[config.mk]
export PLATFORM = sky130hd
export DESIGN_NAME = usb_proxy_top
export DESIGN_NICKNAME = d
export VERILOG_FILES = /design/src/source/usb_proxy_pkg.sv /design/src/source/proxy_fsm.sv /design/src/source/resp_timer.sv /design/src/source/pkt_forward.sv /design/src/source/capture_log.sv /design/src/source/stat_regs.sv /design/src/source/usb_proxy_top.sv
export SDC_FILE = /design/constraint.sdc
export NUM_CORES = 1
export LEC_CHECK = 0
export ABC_AREA = 1
export ABC_CLOCK_PERIOD_IN_PS = 1700
export BUFFER_PORTS_ARGS = -buffer_cell sky130_fd_sc_hd__buf_4
export CORE_MARGIN = 5
export CORE_UTILIZATION = 45
export CTS_CLUSTER_SIZE = 20
export DETAILED_ROUTE_END_ITERATION = 10
export HOLD_SLACK_MARGIN = 0.15
export PLACE_DENSITY = 0.79
export SLEW_MARGIN = 20
export SYNTH_ARGS = -nofsm -noshare
export SYNTH_HDL_FRONTEND = slang
export SYNTH_SLANG_ARGS = --single-unit
[constraint.sdc]
create_clock -name clk -period 1.7 [get_ports clk]
set_input_delay 0.085 -clock clk [delete_from_list [all_inputs] [get_ports clk]]
set_output_delay 0.085 -clock clk [all_outputs]
set_load 0.005 [all_outputs]
[src/source/usb_proxy_pkg.sv]
//////////////////////////////////////////////////////////////////////
// USB proxy shared definitions
// Widths, token PIDs, register map, FSM states and the beat, config
// and capture record structs used across the proxy
//////////////////////////////////////////////////////////////////////

package usb_proxy_pkg;

    typedef logic [7:0]  byte_t;
    typedef logic [3:0]  pid_t;
    typedef logic [6:0]  dev_addr_t;
    typedef logic [31:0] timestamp_t;
    typedef logic [31:0] pkt_cnt_t;
    typedef logic [15:0] err_cnt_t;
    typedef logic [7:0]  reg_addr_t;

    // Token PIDs that carry a device address
    localparam pid_t PID_OUT   = 4'b0001;
    localparam pid_t PID_IN    = 4'b1001;
    localparam pid_t PID_SETUP = 4'b1101;

    localparam byte_t ADDR_BYTE_INDEX = 8'd1;   // Sop beat is index 0

    //////////////////////////////////////////////////////////////////////
    // Readback register map
    //////////////////////////////////////////////////////////////////////
    localparam reg_addr_t REG_STATUS    = 8'h00;
    localparam reg_addr_t REG_ERR_LO    = 8'h01;  // Two bytes, little-endian
    localparam reg_addr_t REG_HOST_CNT0 = 8'h03;  // Four bytes
    localparam reg_addr_t REG_DEV_CNT0  = 8'h07;  // Four bytes

    typedef enum logic {
        DIR_HOST_TO_DEVICE = 1'b0,
        DIR_DEVICE_TO_HOST = 1'b1
    } dir_e;

    typedef enum logic [2:0] {
        ST_IDLE,
        ST_HOST_TO_DEVICE,
        ST_WAIT_DEVICE_RESP,
        ST_DEVICE_TO_HOST,
        ST_WAIT_HOST_RESP
    } proxy_state_e;

    // One decoded byte beat of a packet
    typedef struct packed {
        byte_t data;
        logic  valid;
        logic  sop;
        logic  eop;
        pid_t  pid;
        logic  crc_ok;   // Only meaningful on eop
    } usb_beat_t;

    typedef struct packed {
        logic      proxy_enable;
        logic      translate_enable;
        dev_addr_t translate_from;
        dev_addr_t translate_to;
    } proxy_cfg_t;

    typedef struct packed {
        byte_t      data;
        pid_t       pid;
        dir_e       dir;
        logic       translated;
        timestamp_t ts;          // Start time of the packet
    } capture_rec_t;

endpackage

[src/source/proxy_fsm.sv]
//////////////////////////////////////////////////////////////////////
// Proxy transaction FSM
// Lets one direction forward at a time and tracks the response wait
//////////////////////////////////////////////////////////////////////

`timescale 1ns/10ps

module proxy_fsm (
    input  logic                    clk,
    input  logic                    rst_n,
    input  usb_proxy_pkg::usb_beat_t host_rx,
    input  usb_proxy_pkg::usb_beat_t device_rx,
    input  logic                    proxy_enable,
    input  logic                    expired,
    output logic                    fwd_h2d,
    output logic                    fwd_d2h,
    output logic                    wait_active
);

    import usb_proxy_pkg::*;

    proxy_state_e state;
    proxy_state_e state_nxt;

    logic host_sop;
    logic host_eop;
    logic dev_sop;
    logic dev_eop;

    assign host_sop = host_rx.valid && host_rx.sop;
    assign host_eop = host_rx.valid && host_rx.eop;
    assign dev_sop  = device_rx.valid && device_rx.sop;
    assign dev_eop  = device_rx.valid && device_rx.eop;

    // Accepting sop ends the wait, so the next wait starts a fresh count
    assign wait_active = (state == ST_WAIT_DEVICE_RESP && !dev_sop) ||
                         (state == ST_WAIT_HOST_RESP && !host_sop);

    always_ff @(posedge clk or negedge rst_n) begin
        if (!rst_n) begin
            state <= ST_IDLE;
        end else begin
            state <= state_nxt;
        end
    end

    //////////////////////////////////////////////////////////////////////
    // Next state and forwarding enables
    //////////////////////////////////////////////////////////////////////
    // A packet accepted on a single sop+eop beat goes straight to the wait
    always_comb begin
        state_nxt = state;
        fwd_h2d   = 1'b0;
        fwd_d2h   = 1'b0;
        case (state)
            ST_IDLE: begin
                if (proxy_enable && host_sop) begin       // Host wins a tie
                    fwd_h2d   = 1'b1;
                    state_nxt = host_eop ? ST_WAIT_DEVICE_RESP : ST_HOST_TO_DEVICE;
                end else if (proxy_enable && dev_sop) begin
                    fwd_d2h   = 1'b1;
                    state_nxt = dev_eop ? ST_WAIT_HOST_RESP : ST_DEVICE_TO_HOST;
                end
            end
            ST_HOST_TO_DEVICE: begin
                fwd_h2d = 1'b1;
                if (host_eop) begin
                    state_nxt = ST_WAIT_DEVICE_RESP;
                end
            end
            ST_WAIT_DEVICE_RESP: begin
                if (dev_sop) begin                        // Host beats dropped here
                    fwd_d2h   = 1'b1;
                    state_nxt = dev_eop ? ST_WAIT_HOST_RESP : ST_DEVICE_TO_HOST;
                end else if (expired) begin
                    state_nxt = ST_IDLE;
                end
            end
            ST_DEVICE_TO_HOST: begin
                fwd_d2h = 1'b1;
                if (dev_eop) begin
                    state_nxt = ST_WAIT_HOST_RESP;
                end
            end
            ST_WAIT_HOST_RESP: begin
                if (host_sop) begin
                    fwd_h2d   = 1'b1;
                    state_nxt = host_eop ? ST_WAIT_DEVICE_RESP : ST_HOST_TO_DEVICE;
                end else if (expired) begin
                    state_nxt = ST_IDLE;
                end
            end
            default: state_nxt = ST_IDLE;
        endcase
    end

    // Only one direction may ever own the bus
    a_one_direction: assert property (@(posedge clk) disable iff (!rst_n)
        !(fwd_h2d && fwd_d2h));

endmodule

[src/source/resp_timer.sv]
//////////////////////////////////////////////////////////////////////
// Response wait timer
// Counts cycles in a wait state and flags when the wait has run out
//////////////////////////////////////////////////////////////////////

`timescale 1ns/10ps

module resp_timer #(
    parameter int RESP_TIMEOUT = 16
) (
    input  logic clk,
    input  logic rst_n,
    input  logic wait_active,
    output logic expired
);

    localparam int CNT_W = $clog2(RESP_TIMEOUT + 1);

    logic [CNT_W-1:0] cnt;   // Cycles since entry to the wait
    logic             at_limit;

    assign at_limit = (cnt == CNT_W'(RESP_TIMEOUT));

    always_ff @(posedge clk or negedge rst_n) begin
        if (!rst_n) begin
            cnt <= '0;
        end else if (!wait_active) begin
            cnt <= '0;
        end else if (!at_limit) begin
            cnt <= cnt + 1'b1;            // Holds at the limit
        end
    end

    assign expired = wait_active && at_limit;

    // Expiry needs an unbroken wait of RESP_TIMEOUT cycles behind it
    a_full_wait: assert property (@(posedge clk) disable iff (!rst_n)
        expired |-> $past(wait_active, RESP_TIMEOUT));

endmodule

[src/source/pkt_forward.sv]
//////////////////////////////////////////////////////////////////////
// Beat forwarding path
// Registers enabled beats onto the opposite tx port with one cycle of
// latency and rewrites the device address of host token packets
//////////////////////////////////////////////////////////////////////

`timescale 1ns/10ps

module pkt_forward (
    input  logic                     clk,
    input  logic                     rst_n,
    input  usb_proxy_pkg::usb_beat_t  host_rx,
    input  usb_proxy_pkg::usb_beat_t  device_rx,
    input  logic                     fwd_h2d,
    input  logic                     fwd_d2h,
    input  usb_proxy_pkg::proxy_cfg_t cfg,
    output usb_proxy_pkg::usb_beat_t  host_tx,
    output usb_proxy_pkg::usb_beat_t  device_tx,
    output logic                     fwd_beat,
    output logic                     fwd_sop,
    output logic                     translated,
    output usb_proxy_pkg::dir_e       fwd_dir
);

    import usb_proxy_pkg::*;

    logic      h_fwd;
    logic      d_fwd;
    byte_t     h_idx;       // Index of the next host beat
    logic      h_token;     // Current host packet began with a token PID
    logic      do_xlate;
    usb_beat_t h_beat;

    assign h_fwd = fwd_h2d && host_rx.valid;
    assign d_fwd = fwd_d2h && device_rx.valid;

    //////////////////////////////////////////////////////////////////////
    // Host packet position and address translation
    //////////////////////////////////////////////////////////////////////
    always_ff @(posedge clk or negedge rst_n) begin
        if (!rst_n) begin
            h_idx   <= '0;
            h_token <= 1'b0;
        end else if (h_fwd) begin
            if (host_rx.sop) begin
                h_idx   <= 8'd1;
                h_token <= host_rx.pid inside {PID_OUT, PID_IN, PID_SETUP};
            end else if (h_idx != 8'hFF) begin
                h_idx <= h_idx + 1'b1;          // Saturates at 255
            end
        end
    end

    assign do_xlate = cfg.translate_enable && h_token && !host_rx.sop &&
                      (h_idx == ADDR_BYTE_INDEX) &&
                      (host_rx.data[6:0] == cfg.translate_from);

    always_comb begin
        h_beat = host_rx;
        if (do_xlate) begin
            h_beat.data[6:0] = cfg.translate_to;  // Bit 7 kept
        end
    end

    always_ff @(posedge clk or negedge rst_n) begin
        if (!rst_n) begin
            device_tx  <= '0;
            host_tx    <= '0;
            fwd_beat   <= 1'b0;
            fwd_sop    <= 1'b0;
            translated <= 1'b0;
            fwd_dir    <= DIR_HOST_TO_DEVICE;
        end else begin
            device_tx  <= h_fwd ? h_beat : '0;  // Idle port drives all zero
            host_tx    <= d_fwd ? device_rx : '0;
            fwd_beat   <= h_fwd || d_fwd;
            fwd_sop    <= (h_fwd && host_rx.sop) || (d_fwd && device_rx.sop);
            translated <= h_fwd && do_xlate;
            fwd_dir    <= d_fwd ? DIR_DEVICE_TO_HOST : DIR_HOST_TO_DEVICE;
        end
    end

    // A tx sop is a valid beat that was an accepted rx sop one cycle back
    a_dev_sop: assert property (@(posedge clk) disable iff (!rst_n)
        device_tx.sop |-> device_tx.valid && $past(fwd_h2d && host_rx.sop));
    a_host_sop: assert property (@(posedge clk) disable iff (!rst_n)
        host_tx.sop |-> host_tx.valid && $past(fwd_d2h && device_rx.sop));

endmodule

[src/source/capture_log.sv]
//////////////////////////////////////////////////////////////////////
// Capture record builder
// Tags every forwarded beat with direction, PID and packet start time
//////////////////////////////////////////////////////////////////////

`timescale 1ns/10ps

module capture_log (
    input  logic                       clk,
    input  logic                       rst_n,
    input  logic                       fwd_beat,
    input  logic                       fwd_sop,
    input  usb_proxy_pkg::dir_e         fwd_dir,
    input  logic                       translated,
    input  usb_proxy_pkg::usb_beat_t    host_tx,
    input  usb_proxy_pkg::usb_beat_t    device_tx,
    input  usb_proxy_pkg::timestamp_t   timestamp,
    output logic                       cap_strobe,
    output usb_proxy_pkg::capture_rec_t cap_rec
);

    import usb_proxy_pkg::*;

    timestamp_t pkt_ts;    // Start time of the packet in flight
    usb_beat_t  tx_sel;

    always_ff @(posedge clk or negedge rst_n) begin
        if (!rst_n) begin
            pkt_ts <= '0;
        end else if (fwd_sop) begin
            pkt_ts <= timestamp;
        end
    end

    // Device-to-host beats leave on the host port
    assign tx_sel = (fwd_dir == DIR_DEVICE_TO_HOST) ? host_tx : device_tx;

    // Record goes out alongside the tx beat
    assign cap_strobe         = fwd_beat;
    assign cap_rec.data       = tx_sel.data;
    assign cap_rec.pid        = tx_sel.pid;
    assign cap_rec.dir        = fwd_dir;
    assign cap_rec.translated = translated;
    assign cap_rec.ts         = fwd_sop ? timestamp : pkt_ts;  // Sop uses live time

endmodule

[src/source/stat_regs.sv]
//////////////////////////////////////////////////////////////////////
// Statistics and status registers
// Counts forwarded packets per direction and CRC errors, tracks link
// state, and serves byte-wide readback by address
//////////////////////////////////////////////////////////////////////

`timescale 1ns/10ps

module stat_regs (
    input  logic                     clk,
    input  logic                     rst_n,
    input  usb_proxy_pkg::usb_beat_t  host_rx,
    input  usb_proxy_pkg::usb_beat_t  device_rx,
    input  logic                     fwd_sop,
    input  usb_proxy_pkg::dir_e       fwd_dir,
    input  usb_proxy_pkg::proxy_cfg_t cfg,
    input  logic [1:0]               device_line_state,
    input  usb_proxy_pkg::reg_addr_t  reg_addr,
    output usb_proxy_pkg::byte_t      reg_rdata
);

    import usb_proxy_pkg::*;

    pkt_cnt_t host_cnt;
    pkt_cnt_t dev_cnt;
    err_cnt_t err_cnt;
    logic     connected;
    logic     err_seen;
    logic     host_err;
    logic     dev_err;
    byte_t    status;

    // Any bad eop counts, forwarded or not
    assign host_err = host_rx.valid && host_rx.eop && !host_rx.crc_ok;
    assign dev_err  = device_rx.valid && device_rx.eop && !device_rx.crc_ok;

    always_ff @(posedge clk or negedge rst_n) begin
        if (!rst_n) begin
            host_cnt  <= '0;
            dev_cnt   <= '0;
            err_cnt   <= '0;
            connected <= 1'b0;
            err_seen  <= 1'b0;
        end else begin
            if (fwd_sop && fwd_dir == DIR_HOST_TO_DEVICE) begin
                host_cnt <= host_cnt + 1'b1;
            end
            if (fwd_sop && fwd_dir == DIR_DEVICE_TO_HOST) begin
                dev_cnt <= dev_cnt + 1'b1;
            end
            err_cnt   <= err_cnt + err_cnt_t'(host_err) + err_cnt_t'(dev_err);
            connected <= (device_line_state != 2'b00);
            if (host_err || dev_err) begin
                err_seen <= 1'b1;            // Sticky until reset
            end
        end
    end

    assign status = {4'b0000, cfg.translate_enable, cfg.proxy_enable, err_seen, connected};

    //////////////////////////////////////////////////////////////////////
    // Readback mux, counters little-endian by byte
    //////////////////////////////////////////////////////////////////////
    always_comb begin
        case (reg_addr)
            REG_STATUS:            reg_rdata = status;
            REG_ERR_LO:            reg_rdata = err_cnt[7:0];
            REG_ERR_LO + 8'd1:     reg_rdata = err_cnt[15:8];
            REG_HOST_CNT0:         reg_rdata = host_cnt[7:0];
            REG_HOST_CNT0 + 8'd1:  reg_rdata = host_cnt[15:8];
            REG_HOST_CNT0 + 8'd2:  reg_rdata = host_cnt[23:16];
            REG_HOST_CNT0 + 8'd3:  reg_rdata = host_cnt[31:24];
            REG_DEV_CNT0:          reg_rdata = dev_cnt[7:0];
            REG_DEV_CNT0 + 8'd1:   reg_rdata = dev_cnt[15:8];
            REG_DEV_CNT0 + 8'd2:   reg_rdata = dev_cnt[23:16];
            REG_DEV_CNT0 + 8'd3:   reg_rdata = dev_cnt[31:24];
            default:               reg_rdata = 8'h00;
        endcase
    end

endmodule

[src/source/usb_proxy_top.sv]
//////////////////////////////////////////////////////////////////////
// USB packet proxy and monitor
// Forwards decoded packets between host and device one direction at
// a time, with address translation, capture output and statistics
//////////////////////////////////////////////////////////////////////

`timescale 1ns/10ps

module usb_proxy_top #(
    parameter int RESP_TIMEOUT = 16    // Response wait in clk cycles
) (
    input  logic                       clk,
    input  logic                       rst_n,
    input  usb_proxy_pkg::usb_beat_t    host_rx,
    input  usb_proxy_pkg::usb_beat_t    device_rx,
    output usb_proxy_pkg::usb_beat_t    host_tx,
    output usb_proxy_pkg::usb_beat_t    device_tx,
    input  usb_proxy_pkg::proxy_cfg_t   cfg,
    input  usb_proxy_pkg::timestamp_t   timestamp,
    input  logic [1:0]                 device_line_state,
    input  usb_proxy_pkg::reg_addr_t    reg_addr,
    output usb_proxy_pkg::byte_t        reg_rdata,
    output logic                       cap_strobe,
    output usb_proxy_pkg::capture_rec_t cap_rec
);

    import usb_proxy_pkg::*;

    logic fwd_h2d;
    logic fwd_d2h;
    logic wait_active;
    logic expired;
    logic fwd_beat;
    logic fwd_sop;
    logic translated;
    dir_e fwd_dir;

    //////////////////////////////////////////////////////////////////////
    // Transaction control
    //////////////////////////////////////////////////////////////////////
    proxy_fsm u_fsm (
        .clk          (clk),
        .rst_n        (rst_n),
        .host_rx      (host_rx),
        .device_rx    (device_rx),
        .proxy_enable (cfg.proxy_enable),
        .expired      (expired),
        .fwd_h2d      (fwd_h2d),
        .fwd_d2h      (fwd_d2h),
        .wait_active  (wait_active)
    );

    resp_timer #(
        .RESP_TIMEOUT (RESP_TIMEOUT)
    ) u_timer (
        .clk         (clk),
        .rst_n       (rst_n),
        .wait_active (wait_active),
        .expired     (expired)
    );

    //////////////////////////////////////////////////////////////////////
    // Data path, capture and statistics
    //////////////////////////////////////////////////////////////////////
    pkt_forward u_fwd (
        .clk        (clk),
        .rst_n      (rst_n),
        .host_rx    (host_rx),
        .device_rx  (device_rx),
        .fwd_h2d    (fwd_h2d),
        .fwd_d2h    (fwd_d2h),
        .cfg        (cfg),
        .host_tx    (host_tx),
        .device_tx  (device_tx),
        .fwd_beat   (fwd_beat),
        .fwd_sop    (fwd_sop),
        .translated (translated),
        .fwd_dir    (fwd_dir)
    );

    capture_log u_cap (
        .clk        (clk),
        .rst_n      (rst_n),
        .fwd_beat   (fwd_beat),
        .fwd_sop    (fwd_sop),
        .fwd_dir    (fwd_dir),
        .translated (translated),
        .host_tx    (host_tx),
        .device_tx  (device_tx),
        .timestamp  (timestamp),
        .cap_strobe (cap_strobe),
        .cap_rec    (cap_rec)
    );

    stat_regs u_stats (
        .clk               (clk),
        .rst_n             (rst_n),
        .host_rx           (host_rx),
        .device_rx         (device_rx),
        .fwd_sop           (fwd_sop),
        .fwd_dir           (fwd_dir),
        .cfg               (cfg),
        .device_line_state (device_line_state),
        .reg_addr          (reg_addr),
        .reg_rdata         (reg_rdata)
    );

endmodule

# ---- Word-level counts from Yosys, hierarchy flattened
# Index checks and enable logic that the tools add are counted.
# W data, S select, Z words.
dict set report totals {
  mem_count 0
  reg_bits 167
  rom_bits 0
  latch_bits 0
  inputBits 92
  ram_bits 0
}
dict set report classes {
  addsub 6
  eq_ne 25
  reduce_logical 39
  n_shift 0
  div_mod_pow 0
  mul 0
  n_bitwise 1
  n_mux 28
  n_lt_le_gt_ge 0
}
# operator n
set op_table {}
lappend op_table {{$pmux W8 S11} 1}
lappend op_table {{$add A32 B1 Y32 const B} 2}
lappend op_table {{$mux W16} 3}
lappend op_table {{$add A16 B1 Y16} 2}
lappend op_table {{$eq A8 B3 Y1 const B} 4}
lappend op_table {{$mux W32} 1}
lappend op_table {{$eq A8 B4 Y1 const B} 3}
lappend op_table {{$mux W3} 8}
lappend op_table {{$logic_and A1 B1 Y1} 22}
lappend op_table {{$eq A8 B1 Y1 const B} 2}
lappend op_table {{$eq A8 B2 Y1 const B} 2}
lappend op_table {{$mux W8} 2}
lappend op_table {{$pmux W3 S5} 1}
lappend op_table {{$mux W5} 2}
lappend op_table {{$add A8 B1 Y8 const B} 1}
lappend op_table {{$eq A4 B4 Y1 const B} 2}
lappend op_table {{$logic_not A8 Y1} 1}
lappend op_table {{$ne A8 B8 Y1 const B} 1}
lappend op_table {{$eq A7 B7 Y1} 1}
lappend op_table {{$mux W7} 1}
lappend op_table {{$eq A3 B2 Y1 const B} 2}
lappend op_table {{$mux W1} 6}
lappend op_table {{$pmux W1 S3} 2}
lappend op_table {{$add A5 B1 Y5 const B} 1}
lappend op_table {{other kinds (16)} 26}

# ---- Depth between registers and ports, before layout
# Gate-level depths: netlist of run 1.
dict set report logic_depth {
  word_depth 8
  depth_mapped 11
  depth_no_buf 11
}

# ---- By module
# Synthesis of run 1 repeated with hierarchy kept, for this count alone.
dict set report hier_totals {
  cells_unflattened 1254
  hier_area_um2 9305.2
}
# mod area_each_um2 cells_per_inst seq_area_each_um2 n_inst
set modules_own_cells {}
lappend modules_own_cells {stat_regs 5128.7 721 2052.0 1}
lappend modules_own_cells {pkt_forward 2069.5 258 1126.1 1}
lappend modules_own_cells {capture_log 1463.9 178 800.8 1}
lappend modules_own_cells {proxy_fsm 356.6 60 75.1 1}
lappend modules_own_cells {resp_timer 286.5 37 125.1 1}

# ---- Worst setup path before layout of run 1
# No wires, ideal clock.
dict set report synth_timing {
  kind {flip-flop to flip-flop}
  from {register u_stats.err_cnt[0]}
  to {register u_stats.err_cnt[12]}
  path_stages_with_launch 9
  path_slack_ps 49
  arrival_time_ps 1529
  synth_period_minus_slack_ps 1651
  setup_ps 122
  cell_sequence {dfrtp_1 > fa_1 > ha_1 > nand3_1 > nor3_1 > inv_1 > nor2_1 > nand2_1 > xor2_1}
}
dict set report synth_via {
  elab_chain_len 2
}
# element line_no
set synth_lines {}
lappend synth_lines {{start, declared} stat_regs.sv:26} ;# err_cnt_t err_cnt;
lappend synth_lines {{start signal, assigned} stat_regs.sv:51} ;# err_cnt <= err_cnt + err_cnt_t'(host_err) + err_cnt_t'(dev_err);
lappend synth_lines {{$add A16 B1 Y16 (2 in a row)} stat_regs.sv:51}
# No other way between the ends.
# A chain may end at the register's enable or synchronous reset.

==> impl_metrics.json, run 1 <==
{
  "outcome": "finished clean",
  "synth_cell_types": 35,
  "die_h_um": 154.8,
  "worst_pin_slew_ns": 0.5034,
  "overflow": 0,
  "synthTopCellsByArea": "dfrtp_1 44%, nand2_1 20%, nor2_1 8.2%",
  "final_cell_mix": "487 x nand2_1, 225 x buf_4, 202 x nor2_1",
  "path_depth": 6,
  "grt_pass1_wl_um": 47030,
  "totalNegativeSetupSlack_ns": 0,
  "grt_pass1_vias": 9530,
  "nets": 1747,
  "root_buffer": "clkbuf_16",
  "cp_slowest_stage_delay_ns": 0.44,
  "synth_area_per_cell_um2": 7.048,
  "irDropWorstVdd_mv": 0.5819,
  "fin_crit_ns": 1.680,
  "critical_path.startpoint_type": "flop",
  "r2r_start": "u_fwd.fwd_dir",
  "cts_buffer_depth": 2,
  "drc_errors": 0,
  "r2r_cells": 8,
  "cts_made_buffers": 17,
  "slew_headroom_pct": 66.44,
  "core-area_um2": 20820,
  "start_util_pct": 45.29,
  "p_per_area_nw_per_um2": 981.9,
  "cts_sinks": 167,
  "clkSlewWorstSetupHoldPaths_ns": 0.07,
  "io_buffers": 178,
  "worstSetupPathType": "reg -> out",
  "routabilityCongestion": 0.9613,
  "yosysSeqAreaShare_pct": 44.31,
  "worstPathArrival_ns": 1.59,
  "cts_tree": "yes",
  "slew_violations": 0,
  "crit_family": "buffers and inverters",
  "cp_slowest_cell": "dfrtp_2",
  "gr-usage-all-layers_pct": 24.10,
  "crit_path_cell_trace": "buf_8 -> clkinvlp_4 -> buf_12 -> nand2_1 -> nand2_2 -> buf_4",
  "hold_end": "u_fsm.state[1]",
  "die-area_um2": 23950,
  "routed_wl_um": 29190,
  "rr_endpoint": "u_stats.host_cnt[21]",
  "antenna_found_initial": 0,
  "synth_nets": 1438,
  "ys_ff_latch": 167,
  "final_common_cell": "nand2_1",
  "vias": 9875,
  "final-hold-violation-count": 0,
  "htree_num_levels": 4,
  "max-cap-violations": 0,
  "num_rows": 53,
  "finalSetupViolCount": 0,
  "drt_iter0_markers": 748,
  "dp_hpwl_um": 20380,
  "design_area_um2": 13000,
  "drt_pass1_iterations": 5,
  "fp.dieW_um": 154.8,
  "worst_setup_path_end_kind": "output pin",
  "syn_inst": 1338,
  "n_antenna_cell": 0,
  "fin_util_pct": 62.45,
  "whs_path_depth": 6,
  "insertion_delay_ns": 0.43,
  "synth_top_area_cell": "dfrtp_1",
  "crit_buf_inv": 4,
  "hold_class": "in -> reg",
  "final_antenna_net_count": 0,
  "r2r_slack_ns": 0.06,
  "max_clock_freq_ghz": 0.5954,
  "leakagePower_nw": 6.712,
  "grt_max_degree": 49,
  "syn-cell-area_um2": 9430,
  "synth_top_cell_area_share_pct": 44.31,
  "wl_per_cell_um": 15.09,
  "viasPerCell": 5.103,
  "fin_skew_ns": 0.01162,
  "io_pins": 179,
  "drive_gt1_share_pct": 20.36,
  "crit_fanout": 27,
  "synth_warnings": 0,
  "syn2layout_area_growth_pct": 37.89,
  "placed_area_um2": 11440,
  "rsz0062_at_grt": "yes",
  "min-delay-start": "device_rx[7]",
  "period_share_pct": 98.80,
  "crit_required_ns": 1.62
}
layer usage:
metal	vias up	part of all wire, %	global-route usage (%)
met5	-	0	0
met4	0	2.9	8.368
met3	51	7.4	5.764
met2	430	49	41.20
met1	4605	41	29.91
li1	4789	-	-
how the worst max path moves through the flow:
stage	from	endpoint
floorplan	u_stats.err_cnt[0]	u_stats.err_cnt[12]
global placement	host_rx[7]	u_stats.err_cnt[12]
detailed placement	host_rx[7]	u_stats.err_cnt[12]
CTS	u_stats.dev_cnt[0]	u_stats.dev_cnt[18]
global route	u_fwd.fwd_sop	cap_rec[21]
finish	u_fwd.fwd_sop	cap_rec[21]
logic make-up after synthesis:
kind of cell,after synthesis,share of synthesized area [%]
xor+xnor,53,4.922
fa+ha+maj,8,1.141
compound gates,42,2.667
simple gates,910,40.29
flops,167,44.31
buf+inv,158,6.660
layout make-up:
| cell class | count | area (um^2) |
|---|---|---|
| fill | 1717 | 7819 |
| multi-input combinational | 1014 | 4758 |
| sequential | 167 | 4188 |
| timing repair buffer | 313 | 2638 |
| inverter | 134 | 511.7 |
| clock buffer | 19 | 442.9 |
| tap | 275 | 344.1 |
| clock inverter | 13 | 121.4 |
sequential cells by signal, summed over array words and instances, names as in the netlist, 3 cells and up:
register          cells
u_timer.cnt           5
u_fwd.h_idx           8
u_fwd.host_tx        16
u_fsm.state           3
u_cap.pkt_ts         32
u_stats.host_cnt     32
u_stats.err_cnt      16
u_fwd.device_tx      16
u_stats.dev_cnt      32
power breakdown:
group | switching (mW) | internal (mW)
Clock | 1.67 | 2.07
Combinational | 2.08 | 1.79
Sequential | 0.476 | 4.68
synth_stat cells:
library cell / count
dfrtp_1: 167
o2111ai_1: 1
buf_6: 1
fa_1: 1
nand2_2: 7
o21ai_1: 1
a31oi_1: 1
and2_1: 1
nor3b_1: 1
nand3_4: 1
buf_2: 9
nand4_2: 1
nand2_1: 503
o21ai_2: 7
xnor2_1: 18
inv_2: 3
a21oi_1: 6
nor2_1: 207
xor2_1: 35
buf_4: 3
nand3b_1: 22
nand4_1: 13
ha_1: 7
a21boi_0: 1
nor2_2: 8
clkinv_4: 1
or2_2: 6
nor3_1: 16
nor2_4: 2
nand3_1: 122
inv_1: 130
clkbuf_1: 11
o211ai_1: 2
o21ai_0: 22
o21bai_1: 1
worst register-to-register path, delay by kind of cell (launching register included):
kind,cells,cell delay (ns)
DFF,1,0.43
buffers and inverters,1,0.10
and+or+nand+nor,7,1.01
timing repair:
action	in CTS	in global routing
endpoints found under the setup margin	29	75
hold buffers	79	0
pin swaps	0	8
buffers inserted	2	5
hold endpoints to repair	243	0
gates cloned	0	1
resized for setup	4	43
per-stage QoR:
stage | worst slack (ns) | hold slack, ns | total power, mW | instances
finish | 0.02036 | 0.1710 | 12.77 | 1935
global route | -0.05423 | 0.2002 | 13.49 | 1935
CTS | 0.01085 | 0.1531 | 12.52 | 1929
detailed placement | -0.1571 | 0.07491 | 8.598 | 1816
global placement | -0.1439 | 0.06743 | 8.494 | 1816
floorplan | 0.04928 | -0.2106 | 6.764 | 1338
Power figures use the tool's default switching activity.
==> inputs of run 2 (changes only) <==
Settings changed: ABC_CLOCK_PERIOD_IN_PS 1700 to 1500, CAP_MARGIN from default to 10, CELL_PAD_IN_SITES_DETAIL_PLACEMENT from default to 1, CELL_PAD_IN_SITES_GLOBAL_PLACEMENT from default to 2, CORE_UTILIZATION 45 to 28, PLACE_DENSITY 0.79 to 0.86.
Clock period 1.7 ns to 1.5 ns, I/O delays scaled along.
==> run 2 against run 1 <==
  * The run now ends with setup timing left
  * Core utilization is 12 points lower
  * Combinational power is 120% higher
  * Die area up 56%
  * Wire length grew 63%
  * Critical endpoint is now cap_rec[27]
  * Largest cell class unchanged
  * Highest routed layer unchanged
==> impl_metrics.json, run 2 (synthesis gave the netlist of run 1 again) <==
{
  "routabilityCongestion": 0.8185,
  "drt_pass1_iterations": 5,
  "period_share_pct": 115.9,
  "insertion_delay_ns": 0.46,
  "placed_area_um2": 12240,
  "final_antenna_net_count": 0,
  "clkSlewWorstSetupHoldPaths_ns": 0.09,
  "hold_end": "u_cap.pkt_ts[10]",
  "largest_registers": "u_cap.pkt_ts x32, u_stats.dev_cnt x32, u_stats.host_cnt x32",
  "final_cell_mix": "366 x nand2_1, 336 x buf_4, 132 x dfrtp_1",
  "wl_per_cell_um": 20.70,
  "design_area_um2": 16700,
  "whs_path_depth": 6,
  "cp_slowest_stage_delay_ns": 0.45,
  "cts_made_buffers": 17,
  "timing.final.ws_setup_ns": -0.2390,
  "cp_slowest_cell": "dfrtp_2",
  "fin_util_pct": 50.04,
  "drt_iter0_markers": 707,
  "worst_pin_slew_ns": 0.5952,
  "rsz0062_at_grt": "yes",
  "root_buffer": "clkbuf_16",
  "vias": 11444,
  "htree_num_levels": 4,
  "p_per_area_nw_per_um2": 1150,
  "rr_endpoint": "u_stats.dev_cnt[21]",
  "routed_wl_um": 47690,
  "finalSetupViolCount": 96,
  "crit_family": "buffers and inverters",
  "min-delay-start": "timestamp[10]",
  "fin_crit_ns": 1.739,
  "final_common_cell": "nand2_1",
  "max_clock_freq_ghz": 0.5750,
  "antenna_found_initial": 2,
  "overflow": 0,
  "fin_skew_ns": 0.01138,
  "leakagePower_nw": 8.186,
  "start_util_pct": 28.26,
  "total_power_mw": 19.20,
  "io_buffers": 178,
  "crit_fanout": 6,
  "core-area_um2": 33360,
  "drc_errors": 0,
  "crit_buf_inv": 4,
  "max-cap-violations": 0,
  "nets": 1939,
  "multi_input_area_um2": 6248,
  "grt_pass1_wl_um": 63670,
  "worstSetupPathType": "reg -> out",
  "crit_required_ns": 1.42,
  "irDropWorstVdd_mv": 0.7199,
  "drive_gt1_share_pct": 46.11,
  "cts_tree": "yes",
  "hold_class": "in -> reg",
  "fp.dieW_um": 193.5,
  "cts_sinks": 167,
  "io_pins": 179,
  "critical_path.startpoint_type": "flop",
  "r2r_slack_ns": -0.21,
  "grt_max_degree": 48,
  "r2r_cells": 11,
  "viasPerCell": 4.967,
  "pre_cts_slack_ns": -0.2378,
  "n_fill_cell": 3989,
  "dp_hpwl_um": 26580,
  "cts_buffer_depth": 2,
  "slew_headroom_pct": 60.17,
  "worstPathArrival_ns": 1.66,
  "slew_violations": 0,
  "ff_latch_area_um2": 4223,
  "crit_path_cell_trace": "buf_12 -> inv_16 -> buf_12 -> nand2_1 -> nand2_1 -> buf_4",
  "final-hold-violation-count": 0,
  "gr-usage-all-layers_pct": 21.04,
  "worst_setup_path_end_kind": "output pin",
  "r2r_start": "u_stats.dev_cnt[18]",
  "outcome": "complete, but fails checks",
  "die-area_um2": 37450,
  "syn2layout_area_growth_pct": 77.06,
  "grt_pass1_vias": 11843,
  "totalNegativeSetupSlack_ns": -8.975,
  "die_h_um": 193.5,
  "violations": "setup timing",
  "num_rows": 67
}
run 2: cell count changes in the layout (fill, tap and decap cells not counted), sizes merged:
cell / change
buf: +186
bufinv: -1
inv: +4
clkinv: +2
clkinvlp: -3
diode: +4
clkbuf: +4
run 2: where the power goes:
part           internal (mW)  switching, mW  leakage, nW
combinational           4.40           4.16         5.73
clock                   2.24           2.35        0.282
sequential              5.32          0.733         2.17
run 2: how the worst max path moves through the flow:
stage                              startpoint                   to  slack, ns  depth (start not counted)
after detailed placement           host_rx[7]  u_stats.err_cnt[12]      -0.24                         11
after floorplan            u_stats.err_cnt[0]  u_stats.err_cnt[12]      -0.02                          8
final                           u_fwd.fwd_sop          cap_rec[27]      -0.24                          6
after global placement             host_rx[7]  u_stats.err_cnt[12]      -0.20                         11
after global routing            u_fwd.fwd_sop          cap_rec[27]      -0.25                          6
after CTS                 u_stats.host_cnt[1]         reg_rdata[1]      -0.15                          7
run 2: layout make-up:
cell class	count	share of cell area [%]
multi-input combinational	1014	37.42
timing repair buffer	504	27.10
sequential	167	25.29
tap	448	3.357
inverter	134	3.237
clock buffer	18	2.570
clock inverter	14	0.9217
antenna	4	0.05995
timing repair inverter	1	0.04496
run 2: timing repair:
item	CTS	global route
hold endpoints to repair	241	0
gates cloned	4	7
pin swaps	53	110
resized for setup	209	383
setup endpoints to repair	99	146
buffers inserted	76	54
hold buffers	80	0
run 2: per-layer routing:
layer	vias up	wire (um)	global-route usage (%)
li1	5169	-	-
met1	5693	18080	24.65
met2	427	25160	38.47
met3	155	2105	3.218
met4	0	2337	8.419
met5	-	0	0
run 2: through the flow:
stage	cells	hold WS (ns)
6_report	2304	0.1604
3_5_place_dp	2061	0.009574
4_1_cts	2246	0.1644
2_1_floorplan	1338	-0.2206
5_1_grt	2302	0.1645
3_3_place_gp	2061	0.01204
run 2: worst min-delay path, delay by kind of cell:
family                 cells  cell delay (ns)
buffers and inverters      4             0.37
and+or+nand+nor            2             0.15
